$ cat src/common/cpu_ctrl_pkg.sv
`default_nettype none

package cpu_ctrl_pkg;

	typedef logic [15:0] instr_t;		// one instruction word
	typedef logic [3:0] reg_idx_t;		// register file index
	typedef logic [15:0] reg_mask_t;	// one active low strobe per register
	typedef logic [4:0] alu_op_t;		// bit 4 set for single register ops
	typedef logic [11:0] imm_t;		// pending prefix bits
	typedef logic [15:0] word_t;		// data / pout value
	typedef logic [2:0] cond_t;		// branch condition code

	typedef struct packed {
		logic c;	// carry
		logic z;	// zero
		logic s;	// sign
	} flags_t;

	typedef struct packed {
		alu_op_t alu_op;
		logic [3:0] pout_lo;		// low nibble of pout
		reg_mask_t ld_alu_b;		// load from alu result
		reg_mask_t ld_mem_b;		// load from memory bus
		reg_mask_t ld_pout_b;		// load from pout
		reg_idx_t alu_a_sel;
		reg_idx_t alu_b_sel;
		logic alu_b_from_pout_b;	// 0 = alu b bus from pout
		logic m_en_b;			// register drives memory data bus
		reg_idx_t m_sel;
		reg_idx_t maddr_sel;		// register driving the address bus
		reg_mask_t inc_b;
		reg_mask_t dec_b;
		logic mem_oe_b;
		logic mem_wr_b;
	} ctrl_t;

	typedef enum logic [1:0] {
		FETCH_RUN = 2'd0,	// normal fetch
		FETCH_STALL = 2'd1,	// load data cycle, no fetch
		FETCH_DELAY = 2'd2	// branch delay slot, fetch but discard
	} fetch_mode_e;

	localparam reg_idx_t PC_REG = 4'd15;
	localparam instr_t NOP_INSTR = 16'h0000;

	// instruction classes, top nibble
	localparam logic [3:0] OP_INCDEC = 4'h0;
	localparam logic [3:0] OP_IMM = 4'h1;
	localparam logic [3:0] OP_ALU_RR = 4'h2;
	localparam logic [3:0] OP_ALU_RI = 4'h3;
	localparam logic [3:0] OP_BRANCH = 4'h4;
	localparam logic [3:0] OP_MEM = 4'h5;
	localparam logic [3:0] SUB_INC = 4'h2;		// sub-codes under class 0
	localparam logic [3:0] SUB_DEC = 4'h3;
	localparam logic [3:0] SUB_ALU1 = 4'h4;

	localparam int CLASS_MSB = 15;
	localparam int CLASS_LSB = 12;
	localparam int OP_MSB = 11;
	localparam int OP_LSB = 8;
	localparam int DST_MSB = 7;		// dest / data register
	localparam int DST_LSB = 4;
	localparam int SRC_MSB = 3;		// source, index or imm nibble
	localparam int SRC_LSB = 0;
	localparam int COND_MSB = 10;
	localparam int COND_LSB = 8;
	localparam int IMM_MSB = 11;		// prefix payload
	localparam int INDIRECT_BIT = 11;
	localparam int STORE_BIT = 8;
	localparam int NO_INC_BIT = 9;		// 0 = post-increment index
	localparam int NO_DEC_BIT = 10;		// 0 = post-decrement index

	localparam cond_t COND_Z = 3'd0;
	localparam cond_t COND_NZ = 3'd1;
	localparam cond_t COND_S = 3'd2;
	localparam cond_t COND_NS = 3'd3;
	localparam cond_t COND_C = 3'd4;
	localparam cond_t COND_NC = 3'd5;
	localparam cond_t COND_ALWAYS = 3'd6;
	localparam cond_t COND_RSVD = 3'd7;	// was branch-link, never taken

	localparam ctrl_t CTRL_IDLE = '{
		alu_op: '0, pout_lo: '0,
		ld_alu_b: '1, ld_mem_b: '1, ld_pout_b: '1,
		alu_a_sel: '0, alu_b_sel: '0, alu_b_from_pout_b: 1'b1,
		m_en_b: 1'b1, m_sel: '0, maddr_sel: '0,
		inc_b: '1, dec_b: '1, mem_oe_b: 1'b1, mem_wr_b: 1'b1
	};

endpackage

`default_nettype wire

$ cat src/pipeline/fetch_stage.sv
`default_nettype none

module fetch_stage (
	input wire logic CLK,
	input wire logic RSTb,
	input wire cpu_ctrl_pkg::instr_t mem_in,	// word on the memory bus
	input wire logic kill_fetch,			// from stage 0 decode
	input wire logic flush_req,			// store in stage 1
	input wire logic stall_req,			// load wants a data cycle
	input wire logic delay_req,			// taken branch
	input wire logic imm_load,			// prefix in stage 0
	output cpu_ctrl_pkg::instr_t p0_instr,
	output cpu_ctrl_pkg::instr_t p1_instr,
	output cpu_ctrl_pkg::imm_t imm,
	output cpu_ctrl_pkg::ctrl_t fetch_ctrl
);

	cpu_ctrl_pkg::fetch_mode_e mode;		// current fetch mode
	cpu_ctrl_pkg::fetch_mode_e mode_next;
	cpu_ctrl_pkg::instr_t p0_next;
	cpu_ctrl_pkg::imm_t imm_next;
	logic fetching;					// pc drives the address bus

	assign fetching = (mode == cpu_ctrl_pkg::FETCH_RUN) ||
		(mode == cpu_ctrl_pkg::FETCH_DELAY);

	// a fetched word only enters in run mode and when nobody drops it
	always_comb begin
		if ((mode != cpu_ctrl_pkg::FETCH_RUN) || kill_fetch || flush_req) begin
			p0_next = cpu_ctrl_pkg::NOP_INSTR;	// inject nop
		end else begin
			p0_next = mem_in;
		end
	end

	always_comb begin
		if (stall_req) begin
			mode_next = cpu_ctrl_pkg::FETCH_STALL;
		end else if (delay_req) begin
			mode_next = cpu_ctrl_pkg::FETCH_DELAY;
		end else begin
			mode_next = cpu_ctrl_pkg::FETCH_RUN;
		end
	end

	// prefix lives for exactly one instruction
	always_comb begin
		if (imm_load) begin
			imm_next = p0_instr[cpu_ctrl_pkg::IMM_MSB:0];
		end else begin
			imm_next = '0;
		end
	end

	// default controls, pc fetch with post-increment
	always_comb begin
		fetch_ctrl = cpu_ctrl_pkg::CTRL_IDLE;
		if (fetching) begin
			fetch_ctrl.maddr_sel = cpu_ctrl_pkg::PC_REG;
			fetch_ctrl.inc_b[cpu_ctrl_pkg::PC_REG] = 1'b0;	// pc++
			fetch_ctrl.mem_oe_b = 1'b0;
		end
	end

	always_ff @(posedge CLK) begin
		if (!RSTb) begin
			p0_instr <= cpu_ctrl_pkg::NOP_INSTR;
			p1_instr <= cpu_ctrl_pkg::NOP_INSTR;
			mode <= cpu_ctrl_pkg::FETCH_RUN;
			imm <= '0;
		end else begin
			p0_instr <= p0_next;
			p1_instr <= p0_instr;			// stage 1 always follows
			mode <= mode_next;
			imm <= imm_next;
		end
	end

endmodule

`default_nettype wire

$ cat src/pipeline/decode_p0.sv
`default_nettype none

module decode_p0 (
	input wire cpu_ctrl_pkg::ctrl_t fetch_ctrl,	// default pc fetch controls
	input wire cpu_ctrl_pkg::instr_t p0_instr,
	input wire cpu_ctrl_pkg::imm_t imm,		// pending prefix
	input wire cpu_ctrl_pkg::flags_t flags,		// from alu
	output cpu_ctrl_pkg::ctrl_t p0_ctrl,
	output logic kill_fetch,
	output logic stall_req,
	output logic delay_req,
	output logic imm_load
);

	logic [3:0] op_class;
	logic [3:0] op;
	cpu_ctrl_pkg::reg_idx_t dst;
	cpu_ctrl_pkg::reg_idx_t src;			// also index and imm nibble
	cpu_ctrl_pkg::cond_t cond;
	logic taken;					// branch condition holds

	function automatic logic cond_holds(
		input cpu_ctrl_pkg::cond_t c,
		input cpu_ctrl_pkg::flags_t f
	);
		case (c)
			cpu_ctrl_pkg::COND_Z: cond_holds = f.z;
			cpu_ctrl_pkg::COND_NZ: cond_holds = !f.z;
			cpu_ctrl_pkg::COND_S: cond_holds = f.s;
			cpu_ctrl_pkg::COND_NS: cond_holds = !f.s;
			cpu_ctrl_pkg::COND_C: cond_holds = f.c;
			cpu_ctrl_pkg::COND_NC: cond_holds = !f.c;
			cpu_ctrl_pkg::COND_ALWAYS: cond_holds = 1'b1;
			cpu_ctrl_pkg::COND_RSVD: cond_holds = 1'b0;	// reserved code never branches
		endcase
	endfunction

	assign op_class = p0_instr[cpu_ctrl_pkg::CLASS_MSB:cpu_ctrl_pkg::CLASS_LSB];
	assign op = p0_instr[cpu_ctrl_pkg::OP_MSB:cpu_ctrl_pkg::OP_LSB];
	assign dst = p0_instr[cpu_ctrl_pkg::DST_MSB:cpu_ctrl_pkg::DST_LSB];
	assign src = p0_instr[cpu_ctrl_pkg::SRC_MSB:cpu_ctrl_pkg::SRC_LSB];
	assign cond = p0_instr[cpu_ctrl_pkg::COND_MSB:cpu_ctrl_pkg::COND_LSB];
	assign taken = !p0_instr[cpu_ctrl_pkg::INDIRECT_BIT] && cond_holds(cond, flags);

	always_comb begin
		p0_ctrl = fetch_ctrl;		// start from the fetch defaults
		kill_fetch = 1'b0;
		stall_req = 1'b0;
		delay_req = 1'b0;
		imm_load = 1'b0;
		case (op_class)
			cpu_ctrl_pkg::OP_IMM: begin
				imm_load = 1'b1;	// extends the next constant
			end
			cpu_ctrl_pkg::OP_INCDEC: begin
				case (op)
					cpu_ctrl_pkg::SUB_INC: p0_ctrl.inc_b[src] = 1'b0;
					cpu_ctrl_pkg::SUB_DEC: p0_ctrl.dec_b[src] = 1'b0;
					cpu_ctrl_pkg::SUB_ALU1: begin
						p0_ctrl.alu_op = {1'b1, dst};	// op sits in dest field
						p0_ctrl.alu_a_sel = src;
						p0_ctrl.alu_b_sel = src;
						p0_ctrl.ld_alu_b[src] = 1'b0;	// result back to src
					end
					default: ;			// nop and unused sub-codes
				endcase
			end
			cpu_ctrl_pkg::OP_ALU_RR: begin
				p0_ctrl.alu_op = {1'b0, op};
				p0_ctrl.alu_a_sel = dst;
				p0_ctrl.alu_b_sel = src;
				p0_ctrl.ld_alu_b[dst] = 1'b0;
			end
			cpu_ctrl_pkg::OP_ALU_RI: begin
				p0_ctrl.alu_op = {1'b0, op};
				p0_ctrl.alu_a_sel = dst;
				p0_ctrl.pout_lo = src;			// imm nibble onto pout
				p0_ctrl.alu_b_from_pout_b = 1'b0;	// b bus from pout
				p0_ctrl.ld_alu_b[dst] = 1'b0;
			end
			cpu_ctrl_pkg::OP_BRANCH: begin
				if (taken) begin
					p0_ctrl.pout_lo = src;		// target low nibble
					p0_ctrl.ld_pout_b[cpu_ctrl_pkg::PC_REG] = 1'b0;	// pc <= pout
					p0_ctrl.inc_b[cpu_ctrl_pkg::PC_REG] = 1'b1;
					kill_fetch = 1'b1;
					delay_req = 1'b1;		// one delay slot follows
				end
			end
			cpu_ctrl_pkg::OP_MEM: begin
				p0_ctrl.maddr_sel = src;		// index register
				if (p0_instr[cpu_ctrl_pkg::STORE_BIT]) begin
					p0_ctrl.m_en_b = 1'b0;
					p0_ctrl.m_sel = dst;		// data register
					p0_ctrl.mem_wr_b = 1'b0;
					p0_ctrl.mem_oe_b = 1'b1;	// bus belongs to the register
					p0_ctrl.inc_b[src] = p0_instr[cpu_ctrl_pkg::NO_INC_BIT];
					p0_ctrl.dec_b[src] = p0_instr[cpu_ctrl_pkg::NO_DEC_BIT];
				end else begin
					stall_req = 1'b1;		// data arrives next cycle
				end
				// hold pc and undo the increment of the last fetch
				p0_ctrl.inc_b[cpu_ctrl_pkg::PC_REG] = 1'b1;
				p0_ctrl.dec_b[cpu_ctrl_pkg::PC_REG] = 1'b0;
				kill_fetch = 1'b1;			// word on the bus is not code
			end
			default: ;	// classes 6 and up are nops
		endcase
	end

endmodule

`default_nettype wire

$ cat src/pipeline/decode_p1.sv
`default_nettype none

module decode_p1 (
	input wire cpu_ctrl_pkg::ctrl_t p0_ctrl,	// stage 0 result
	input wire cpu_ctrl_pkg::instr_t p1_instr,
	output cpu_ctrl_pkg::ctrl_t ctrl,		// final controls
	output logic flush_req
);

	logic [3:0] p1_class;
	logic is_mem;					// memory class in stage 1
	logic is_store;
	cpu_ctrl_pkg::reg_idx_t dst;			// load destination
	cpu_ctrl_pkg::reg_idx_t idx;			// index register

	assign p1_class = p1_instr[cpu_ctrl_pkg::CLASS_MSB:cpu_ctrl_pkg::CLASS_LSB];
	assign is_mem = (p1_class == cpu_ctrl_pkg::OP_MEM);
	assign is_store = p1_instr[cpu_ctrl_pkg::STORE_BIT];
	assign dst = p1_instr[cpu_ctrl_pkg::DST_MSB:cpu_ctrl_pkg::DST_LSB];
	assign idx = p1_instr[cpu_ctrl_pkg::SRC_MSB:cpu_ctrl_pkg::SRC_LSB];

	// store drops the word fetched behind it
	assign flush_req = is_mem && is_store;

	// load data cycle, stage 0 holds a nop and fetch is off
	always_comb begin
		ctrl = p0_ctrl;
		if (is_mem && !is_store) begin
			ctrl.maddr_sel = idx;
			ctrl.mem_oe_b = 1'b0;		// memory drives the bus
			ctrl.mem_wr_b = 1'b1;
			ctrl.ld_mem_b[dst] = 1'b0;	// capture into destination
			ctrl.inc_b[idx] = p1_instr[cpu_ctrl_pkg::NO_INC_BIT];	// post inc
			ctrl.dec_b[idx] = p1_instr[cpu_ctrl_pkg::NO_DEC_BIT];	// post dec
		end
	end

endmodule

`default_nettype wire

$ cat src/source/cpu_ctrl.sv
`default_nettype none

module cpu_ctrl (
	input wire logic CLK,
	input wire logic RSTb,
	input wire cpu_ctrl_pkg::instr_t mem_in,	// memory read data
	input wire cpu_ctrl_pkg::flags_t flags,		// alu flags
	output cpu_ctrl_pkg::alu_op_t alu_op,
	output cpu_ctrl_pkg::word_t pout,		// pipeline constant
	output cpu_ctrl_pkg::reg_mask_t ld_alu_b,
	output cpu_ctrl_pkg::reg_mask_t ld_mem_b,
	output cpu_ctrl_pkg::reg_mask_t ld_pout_b,
	output cpu_ctrl_pkg::reg_idx_t alu_a_sel,
	output cpu_ctrl_pkg::reg_idx_t alu_b_sel,
	output logic alu_b_from_pout_b,
	output logic m_en_b,
	output cpu_ctrl_pkg::reg_idx_t m_sel,
	output cpu_ctrl_pkg::reg_idx_t maddr_sel,
	output cpu_ctrl_pkg::reg_mask_t inc_b,
	output cpu_ctrl_pkg::reg_mask_t dec_b,
	output logic mem_oe_b,
	output logic mem_wr_b
);

	cpu_ctrl_pkg::instr_t p0_instr;
	cpu_ctrl_pkg::instr_t p1_instr;
	cpu_ctrl_pkg::imm_t imm;
	cpu_ctrl_pkg::ctrl_t fetch_ctrl;		// pc fetch defaults
	cpu_ctrl_pkg::ctrl_t p0_ctrl;
	cpu_ctrl_pkg::ctrl_t ctrl;			// after stage 1 overrides
	logic kill_fetch;
	logic flush_req;
	logic stall_req;
	logic delay_req;
	logic imm_load;

	fetch_stage i_fetch (.CLK, .RSTb, .mem_in, .kill_fetch, .flush_req, .stall_req,
		.delay_req, .imm_load, .p0_instr, .p1_instr, .imm, .fetch_ctrl);

	decode_p0 i_decode_p0 (.fetch_ctrl, .p0_instr, .imm, .flags, .p0_ctrl,
		.kill_fetch, .stall_req, .delay_req, .imm_load);

	decode_p1 i_decode_p1 (.p0_ctrl, .p1_instr, .ctrl, .flush_req);

	assign alu_op = ctrl.alu_op;
	assign pout = {imm, ctrl.pout_lo};		// prefix on top of the nibble
	assign ld_alu_b = ctrl.ld_alu_b;
	assign ld_mem_b = ctrl.ld_mem_b;
	assign ld_pout_b = ctrl.ld_pout_b;
	assign alu_a_sel = ctrl.alu_a_sel;
	assign alu_b_sel = ctrl.alu_b_sel;
	assign alu_b_from_pout_b = ctrl.alu_b_from_pout_b;
	assign m_en_b = ctrl.m_en_b;
	assign m_sel = ctrl.m_sel;
	assign maddr_sel = ctrl.maddr_sel;
	assign inc_b = ctrl.inc_b;
	assign dec_b = ctrl.dec_b;
	assign mem_oe_b = ctrl.mem_oe_b;
	assign mem_wr_b = ctrl.mem_wr_b;

endmodule

`default_nettype wire

$ cat config.mk
export PLATFORM = sky130hd
export DESIGN_NAME = cpu_ctrl
export DESIGN_NICKNAME = d
export VERILOG_FILES = /design/src/common/cpu_ctrl_pkg.sv /design/src/pipeline/fetch_stage.sv /design/src/pipeline/decode_p0.sv /design/src/pipeline/decode_p1.sv /design/src/source/cpu_ctrl.sv
export SDC_FILE = /design/constraint.sdc
export NUM_CORES = 1
export LEC_CHECK = 0
export ABC_AREA = 1
export BUFFER_PORTS_ARGS = -buffer_cell sky130_fd_sc_hd__buf_4
export CAP_MARGIN = 25
export CELL_PAD_IN_SITES_DETAIL_PLACEMENT = 0
export CELL_PAD_IN_SITES_GLOBAL_PLACEMENT = 1
export CORE_MARGIN = 8
export CORE_UTILIZATION = 29
export CTS_CLUSTER_DIAMETER = 100
export DETAILED_ROUTE_END_ITERATION = 10
export PLACE_DENSITY_LB_ADDON = 0.3
export SLEW_MARGIN = 30
export SYNTH_ARGS = -nofsm -noshare
export SYNTH_HDL_FRONTEND = slang
export SYNTH_SLANG_ARGS = --single-unit
export TNS_END_PERCENT = 5
$ cat constraint.sdc
create_clock -name CLK -period 1.4 [get_ports CLK]
set_input_delay 0.14 -clock CLK [delete_from_list [all_inputs] [get_ports CLK]]
set_output_delay 0.14 -clock CLK [all_outputs]
set_load 0.005 [all_outputs]
==> metrics.md, run 1 <==
| Metric | Value |
|---|---|
| Outcome | finished, violations left |
| Violated checks | negative setup slack |
| CTS H-tree depth | 2 |
| Sequential Power Share | slightly above 30% |
| Core box area | 11,900 um2 |
| DP Cell Count | 933 |
| Setup TNS | -42.33 ns |
| Drc violations | 0 |
| CTS tree | done |
| Via count | 4,489 |
| Filler instances | 1,223 |
| GPL Wtd Cong | roughly 0.9 |
| Initial DRC count | roughly 280 |
| Buffer and inverter count on the worst path | 4 |
| Initial Utilization | around 29% |
| Ant diodes | 0 |
| FMAX | 515 MHz |
| Clock network fraction of design power | 31.3% |
| Switch share | 33.9% |
| Hold Buf Count CTS | 0 |
| Critical-path cell list | nor2_4, inv_2, nor2_4, buf_12, buf_12, o21ai_0, nand2_1, nor2_1, a21oi_1, buf_4 |
| Post-synth cell types | 34 |
| RSZ-0062 raised after global routing | yes |
| TritonCTS buffer count | 5 |
| Critical Path AT | between 1.5 and 2 ns |
| Post-route antenna net violation count | 0 |
| Int Power | 3.00 mW |
| Full die area | around 16,000 um2 |
| Endpoints failing hold | 0 |
| Tcrit/Tclk final | 139% |
| Nature of the critical path startpoint | register |
| Most common cell after layout, fill and taps aside | buf_4 |
| # setup viols final | 110 |
| Remaining Overflow, GRT | 0 |
| Reg clk slew, reported paths | around 0.070 ns |
| Share of cells above drive strength 1 | about two fifths |
| Worst IR Drop VDD | 598 uV |
| Tot Pwr | 4.53 mW |
| Final Core Density | 48.5% |
| Sw Pwr | 1.54 mW |
| Maxcap violations | 0 |
| Hpwl dp | 11,400 um |
| Worst-path fanout max | 12 |
| Largest net degree at the start of global routing | 33 |
| Nets | about 830 |
| Leak | 2.86 nW |
| PD cells | ~800 nW/um2 |
| Setup Crit Path Kind | register to primary output |
| Final setup skew | 0.00631 ns |
| Kind of path behind the tightest hold check | input pin to register |
| Io pins | 142 |
| Worst skew pair latency | around 0.29 ns |
| Post-synthesis sequential area ratio | between 20% and 30% |
| # rows | 40 |
| Drt first pass iters | 5 |
| Critical Path Sink Type | primary output |
| Post-synth EDFFs | 0 |
| Predominant post-synthesis flop cell | dfxtp_1 |
| CP top delay family | buffers and inverters |
| CTS sink count | between 40 and 50 |
| Number of global-route vias before repair | 4,420 |
| Layout area overhead | 65.7% |
| Hold WS | 0.0585 ns |
| Post-synthesis cell area | 3470 um2 |
| Final non-filler cell area | 5760 um2 |
| Die width | 125 um |
| Slowest CP cell | dfxtp_4 |
| Most frequent cells in the layout | buf_4, nand2_1, nor2_1 |
| Post-Route WL | 14,600 um |
| Post-Place Worst Slack | -0.340 ns |
| Syn_area_per_cell | approximately 5.7 um2 |
| YS warnings | 0 |
| Clock Tree Root | clkbuf_16 |
| Critical Path RT | between 1 and 1.5 ns |
| First-pass GRT wire length | approximately 22,000 um |
| Die height | approximately 130 um |
| Total Routing Usage GR | 17.3% |
| Period minus WS final | between 1.5 and 2 ns |
| FF+latch count, synth | 45 |
| Final Max Tran Viols | 0 |
| Post-Synthesis Cells | 605 |
| Area after DPL | 5090 um2 |
| Avg Vias per Cell | around 4.7 |
| Final worst setup slack | -0.543 ns |
| Final Non-Filler Cells | 952 |
| CP peak stage delay | 0.36 ns |
| Post-DR wirelength/cell | around 15 um |
| Logic gate share of total power | 37.5% |
| Post-synth ARST share | 0% |
| Clock buffer depth | 2 |
| Initial antenna violation count | 0 |
| PortBufs | ~130 |
==> cells by family after synthesis <==
kind of cell           share of synthesized area, %
DFF                                            25.9
and+or+nand+nor                                36.3
other                                         0.108
AOI/OAI and AO/OA                              20.7
buffers and inverters                          17.0
==> final timing paths <==
check,from,to,slack [ns],depth (start not counted)
max,i_fetch.p0_instr[15],inc_b[13],-0.54,10
min reg2reg,i_fetch.p0_instr[14],i_fetch.p1_instr[14],0.48,2
max reg2reg,i_fetch.p0_instr[14],i_fetch.p0_instr[3],-0.12,11
min,mem_in[2],i_fetch.p0_instr[2],0.06,3
==> worst register-to-register path: stages (launching register included) <==
cell	delay [ns]
dfxtp_4	0.37
inv_2	0.04
nor2_2	0.08
nand2_2	0.08
nor2_4	0.20
buf_12	0.18
nor2_4	0.04
inv_2	0.08
nor3_4	0.05
nand3_4	0.08
buf_12	0.16
nor2_1	0.07
==> layout make-up <==
cell class | count | area (um2) | area share [%]
multi-input cells | 443 | 2310 | 40.2
repair buffers | 215 | 1790 | 31.2
flip-flops and latches | 45 | 925 | 16.1
inverters | 94 | 367 | 6.37
well taps | 147 | 184 | 3.19
clock buffers | 5 | 125 | 2.17
clock inverters | 3 | 50.0 | 0.869
==> Yosys cell counts (4+ instances only) <==
cell type  count  area [um2]
o21ai_0       82         410
nand2_1      141         529
nor3_1         6        30.0
a21oi_1       34         170
dfxtp_1       45         901
inv_1         82         308
buf_4         18         135
nor2_2        13        81.3
nor2_4         4        45.0
nor2_1        97         364
nand3_1       21         105
clkbuf_1      10        37.5
buf_2          7        35.0
o22ai_1       11        68.8
inv_2          9        33.8
==> layer usage <==
layer	GRT usage [%]	part of all wire [%]	up-vias
met5	0	0	-
met3	5.61	9.3	17
met1	20.6	42	2024
li1	-	-	2279
met4	3.72	1.6	0
met2	29.6	47	169
==> registers in the layout (all words and copies together) (netlist names) <==
| signal | flops |
|---|---|
| i_fetch.mode | 2 |
| i_fetch.imm | 12 |
| i_fetch.p1_instr | 15 |
| i_fetch.p0_instr | 16 |
==> power groups by stage <==
stage | Sequential (mW) | Combinational [mW] | Clock, mW
2_1_floorplan | 1.41 | 0.768 | 0
3_3_place_gp | 1.43 | 1.52 | 0
3_5_place_dp | 1.43 | 1.53 | 0
4_1_cts | 1.41 | 1.57 | 1.45
5_1_grt | 1.42 | 1.87 | 1.50
6_report | 1.41 | 1.70 | 1.42
==> timing repair <==
action                     in CTS  in global routing
setup buffers                   0                  7
gates resized for setup        50                 74
pin swaps                       3                 13
setup endpoints to repair     111                111
gates cloned                    0                  4
Note: power is estimated with default switching activity, not from simulation.
==> run 2, diff against run 1 <==
--- a/config.mk
+++ b/config.mk
@@ -5,16 +5,14 @@
 export SDC_FILE = /design/constraint.sdc
 export NUM_CORES = 1
 export LEC_CHECK = 0
-export ABC_AREA = 1
 export BUFFER_PORTS_ARGS = -buffer_cell sky130_fd_sc_hd__buf_4
-export CAP_MARGIN = 25
 export CELL_PAD_IN_SITES_DETAIL_PLACEMENT = 0
 export CELL_PAD_IN_SITES_GLOBAL_PLACEMENT = 1
 export CORE_MARGIN = 8
 export CORE_UTILIZATION = 29
 export CTS_CLUSTER_DIAMETER = 100
 export DETAILED_ROUTE_END_ITERATION = 10
-export PLACE_DENSITY_LB_ADDON = 0.3
+export PLACE_DENSITY_LB_ADDON = 0.15
 export SLEW_MARGIN = 30
 export SYNTH_ARGS = -nofsm -noshare
 export SYNTH_HDL_FRONTEND = slang
==> metrics.md, run 2 <==
| Metric | Value |
|---|---|
| Syn_area_per_cell | 7.26 um2 (+27%) |
| Worst-path fanout max | 5 (-7) |
| Post-synth ARST share | 0% (unchanged) |
| FF+latch count, synth | 45 (unchanged) |
| CP top delay family | multiplexers |
| Synth area leaders | dfxtp_1, nor2_1, a31oi_1 |
| Switch share | 30.5% (-3.4 points) |
| Tcrit/Tclk final | 143% (+4.7 points) |
| Setup Crit Path Kind | register to primary output |
| Initial Utilization | 29.9% (+0.63 points) |
| Largest register FFs | 16 (unchanged) |
| Post-route antenna net violation count | 0 (unchanged) |
| Post-Place Worst Slack | -0.425 ns (-0.0858 ns) |
| Critical Path RT | 1.26 ns (about the same) |
| Critical Path AT | 1.87 ns (+0.07 ns) |
| Maxcap violations | 0 (unchanged) |
| Total Routing Usage GR | 16.5% (-0.85 points) |
| PD cells | 681 nW/um2 (-14%) |
| Die width | 119 um (-4.8%) |
| Die height | 119 um (-4.8%) |
| # rows | 37 (-7.5%) |
| PortBufs | 126 (unchanged) |
| Period minus WS final | 2.01 ns (+0.0654 ns) |
| Post-Route WL | 12,300 um (-15%) |
| Tot Pwr | 3.52 mW (-22%) |
| Largest regs | i_fetch.p0_instr (16), i_fetch.p1_instr (15), i_fetch.imm (12) |
| Violated checks | negative setup slack |
| Remaining Overflow, GRT | 0 (unchanged) |
| Most common cell in the netlist | nor2_1 |
| FMAX | 498 MHz (-3.3%) |
| Post-synth cell types | 47 (+38%) |
| Initial DRC count | 284 (+2.9%) |
| Critical Path Sink Type | primary output |
| Clock Tree Root | clkbuf_8 |
| Final Non-Filler Cells | 752 (-21%) |
| Avg Vias per Cell | 4.82 (+2.3%) |
| Most used cell, CP | mux2i_1 |
| TritonCTS buffer count | 5 (unchanged) |
| YS warnings | 0 (unchanged) |
| Sw Pwr | 1.08 mW (-30%) |
| Logic gate share of total power | 29.0% (-8.5 points) |
| Buffer and inverter count on the worst path | 2 (-2) |
| Endpoints failing hold | 0 (unchanged) |
| Critical-path cell list | mux2i_1, mux2i_1, mux2_4, buf_12, a31o_2, buf_4 |
| # setup viols final | 111 (+0.91%) |
| Leak | 2.28 nW (-20%) |
| Share of cells above drive strength 1 | 45.9% (+5.2 points) |
| Io pins | 142 (unchanged) |
| Clock buffer depth | 2 (unchanged) |
| Crit path depth | 6 (-4) |
| Kind of path behind the tightest hold check | input pin to register |
| Hold Buf Count CTS | 0 (unchanged) |
| Drt first pass iters | 4 (-1) |
| RSZ-0062 raised after global routing | yes |
| Number of global-route vias before repair | 3,699 (-16%) |
| Via count | 3,628 (-19%) |
| Nature of the critical path startpoint | register |
| Largest net degree at the start of global routing | 20 (-39%) |
| Share of the synthesized area in the top cell type | 29.0% (+3.1 points) |
| Final non-filler cell area | 5170 um2 (-10%) |
| Layout area overhead | 66.7% |
| Sequential Power Share | 40.2% (+9.0 points) |
| First-pass GRT wire length | 19,300 um (-14%) |
| Most frequent cells in the layout | buf_4, nor2_1, nand2_1 |
| Nets | 636 (-23%) |
| Post-Synthesis Cells | 427 (-29%) |
| Hpwl dp | 9690 um (-15%) |
| Post-synthesis sequential area ratio | 29.0% (+3.1 points) |
| Post-synth EDFFs | 0 (unchanged) |
| Core box area | 10,400 um2 (-13%) |
| Post-synthesis cell area | 3100 um2 (-11%) |
| Predominant post-synthesis flop cell | dfxtp_1 |
| Final setup skew | 0.00492 ns (-0.00139 ns) |
| Top cell type by total area after synthesis | dfxtp_1 |
| CTS H-tree depth | 2 (unchanged) |
| Post-DR wirelength/cell | 16.4 um (+7.3%) |
| Worst skew pair latency | 0.30 ns (about the same) |
| CTS sink count | 45 (unchanged) |
| Ant diodes | 0 (unchanged) |
| Initial antenna violation count | 0 (unchanged) |
| Final worst setup slack | -0.608 ns (-0.0654 ns) |
| Synth cell count leaders | nor2_1, dfxtp_1, nand2_1, a31oi_1, and2_1 |
| Worst IR Drop VDD | 397 uV (-34%) |
| Drc violations | 0 (unchanged) |
| Clock network fraction of design power | 30.8% (-0.5 points) |
| Most common cell after layout, fill and taps aside | buf_4 |
| WHS Path Cells | 3 (unchanged) |
| Int Power | 2.45 mW (-18%) |
| CTS tree | done |
| Area after DPL | 4690 um2 (-7.8%) |
| Full die area | 14,300 um2 (-9.4%) |
| Reg clk slew, reported paths | 0.09 ns (+0.02 ns) |
| Largest Register | i_fetch.p0_instr |
| Slowest CP cell | dfxtp_4 |
| DP Cell Count | 738 (-21%) |
| Final Max Tran Viols | 0 (unchanged) |
| Reg2Reg Depth | 6 (-5) |
| CP peak stage delay | 0.38 ns (+0.02 ns) |
| Outcome | finished, violations left |
| GPL Wtd Cong | 0.877 (-0.74%) |
-- run 2: cell count changes in the layout (fill, tap and decap cells not counted), sizes merged, moves of 11 or more --
| cell | change |
|---|---|
| nand2 | -99 |
| inv | -82 |
| o21ai | -70 |
| nor2 | -42 |
| a31oi | +30 |
| and2 | +28 |
| a21oi | -17 |
| nand4b | +12 |
| o22ai | -11 |
-- run 2: power groups by stage --
stage	clock, mW	sequential [mW]	combinational [mW]
2_1_floorplan	0	1.41	0.485
3_3_place_gp	0	1.44	0.943
3_5_place_dp	0	1.44	0.942
4_1_cts	1.10	1.42	1.01
5_1_grt	1.14	1.43	1.11
6_report	1.08	1.42	1.02
-- run 2: repair_timing --
action                                  4_1_cts  5_1_grt
endpoints found under the setup margin      111      111
gates cloned                                  1        0
endpoints found under the hold margin         0        0
pin swaps                                    24       10
buffers inserted                              5        0
gates resized for setup                      56       20
-- run 2: tightest hold or removal path, delay by kind of cell --
family | cells | cell delay [ns]
compound gates | 1 | 0.03
buf+inv | 1 | 0.11
simple gates | 1 | 0.04
-- run 2: path summary, 6_finish.rpt --
check                             from             endpoint  slack [ns]
setup / recovery   i_fetch.p0_instr[9]              pout[3]       -0.61
hold / removal               mem_in[2]  i_fetch.p0_instr[2]        0.06
setup reg to reg  i_fetch.p0_instr[14]  i_fetch.p0_instr[1]       -0.18
hold reg to reg    i_fetch.p0_instr[9]       i_fetch.imm[9]        0.52
-- run 2: routing by layer --
layer	vias to the layer above	share of wire, %	track usage (%)
met5	-	0	0
li1	1847	-	-
met4	0	1.0	3.90
met3	10	6.0	4.16
met2	113	48	28.3
met1	1658	45	20.1
-- run 2: cells by family after synthesis --
family                 after synthesis  synth area share (%)
and+or+nand+nor                    218                  36.2
other                                1                 0.121
AOI/OAI and AO/OA                  100                  23.2
buffers and inverters               59                  9.96
DFF                                 45                  29.0
muxes                                4                  1.49
-- run 2: layout make-up --
type                    count  area (um2)
multi-input cells         337        2120
flip-flops and latches     45         920
clock inverters             2        41.3
inverters                  10        37.5
fillers                  1012        5200
well taps                 136         170
clock buffers               6        82.6
repair buffers            216        1800
-- run 2: through the flow --
stage	utilization [%]	hold slack (ns)	setup TNS (ns)
after detailed placement	45.2	0.380	-29.27
after global routing	49.9	0.0528	-59.71
after CTS	49.1	0.0547	-52.71
after global placement	45.2	0.382	-25.52
after floorplan	-	0.256	-15.65
final	49.9	0.0577	-50.27
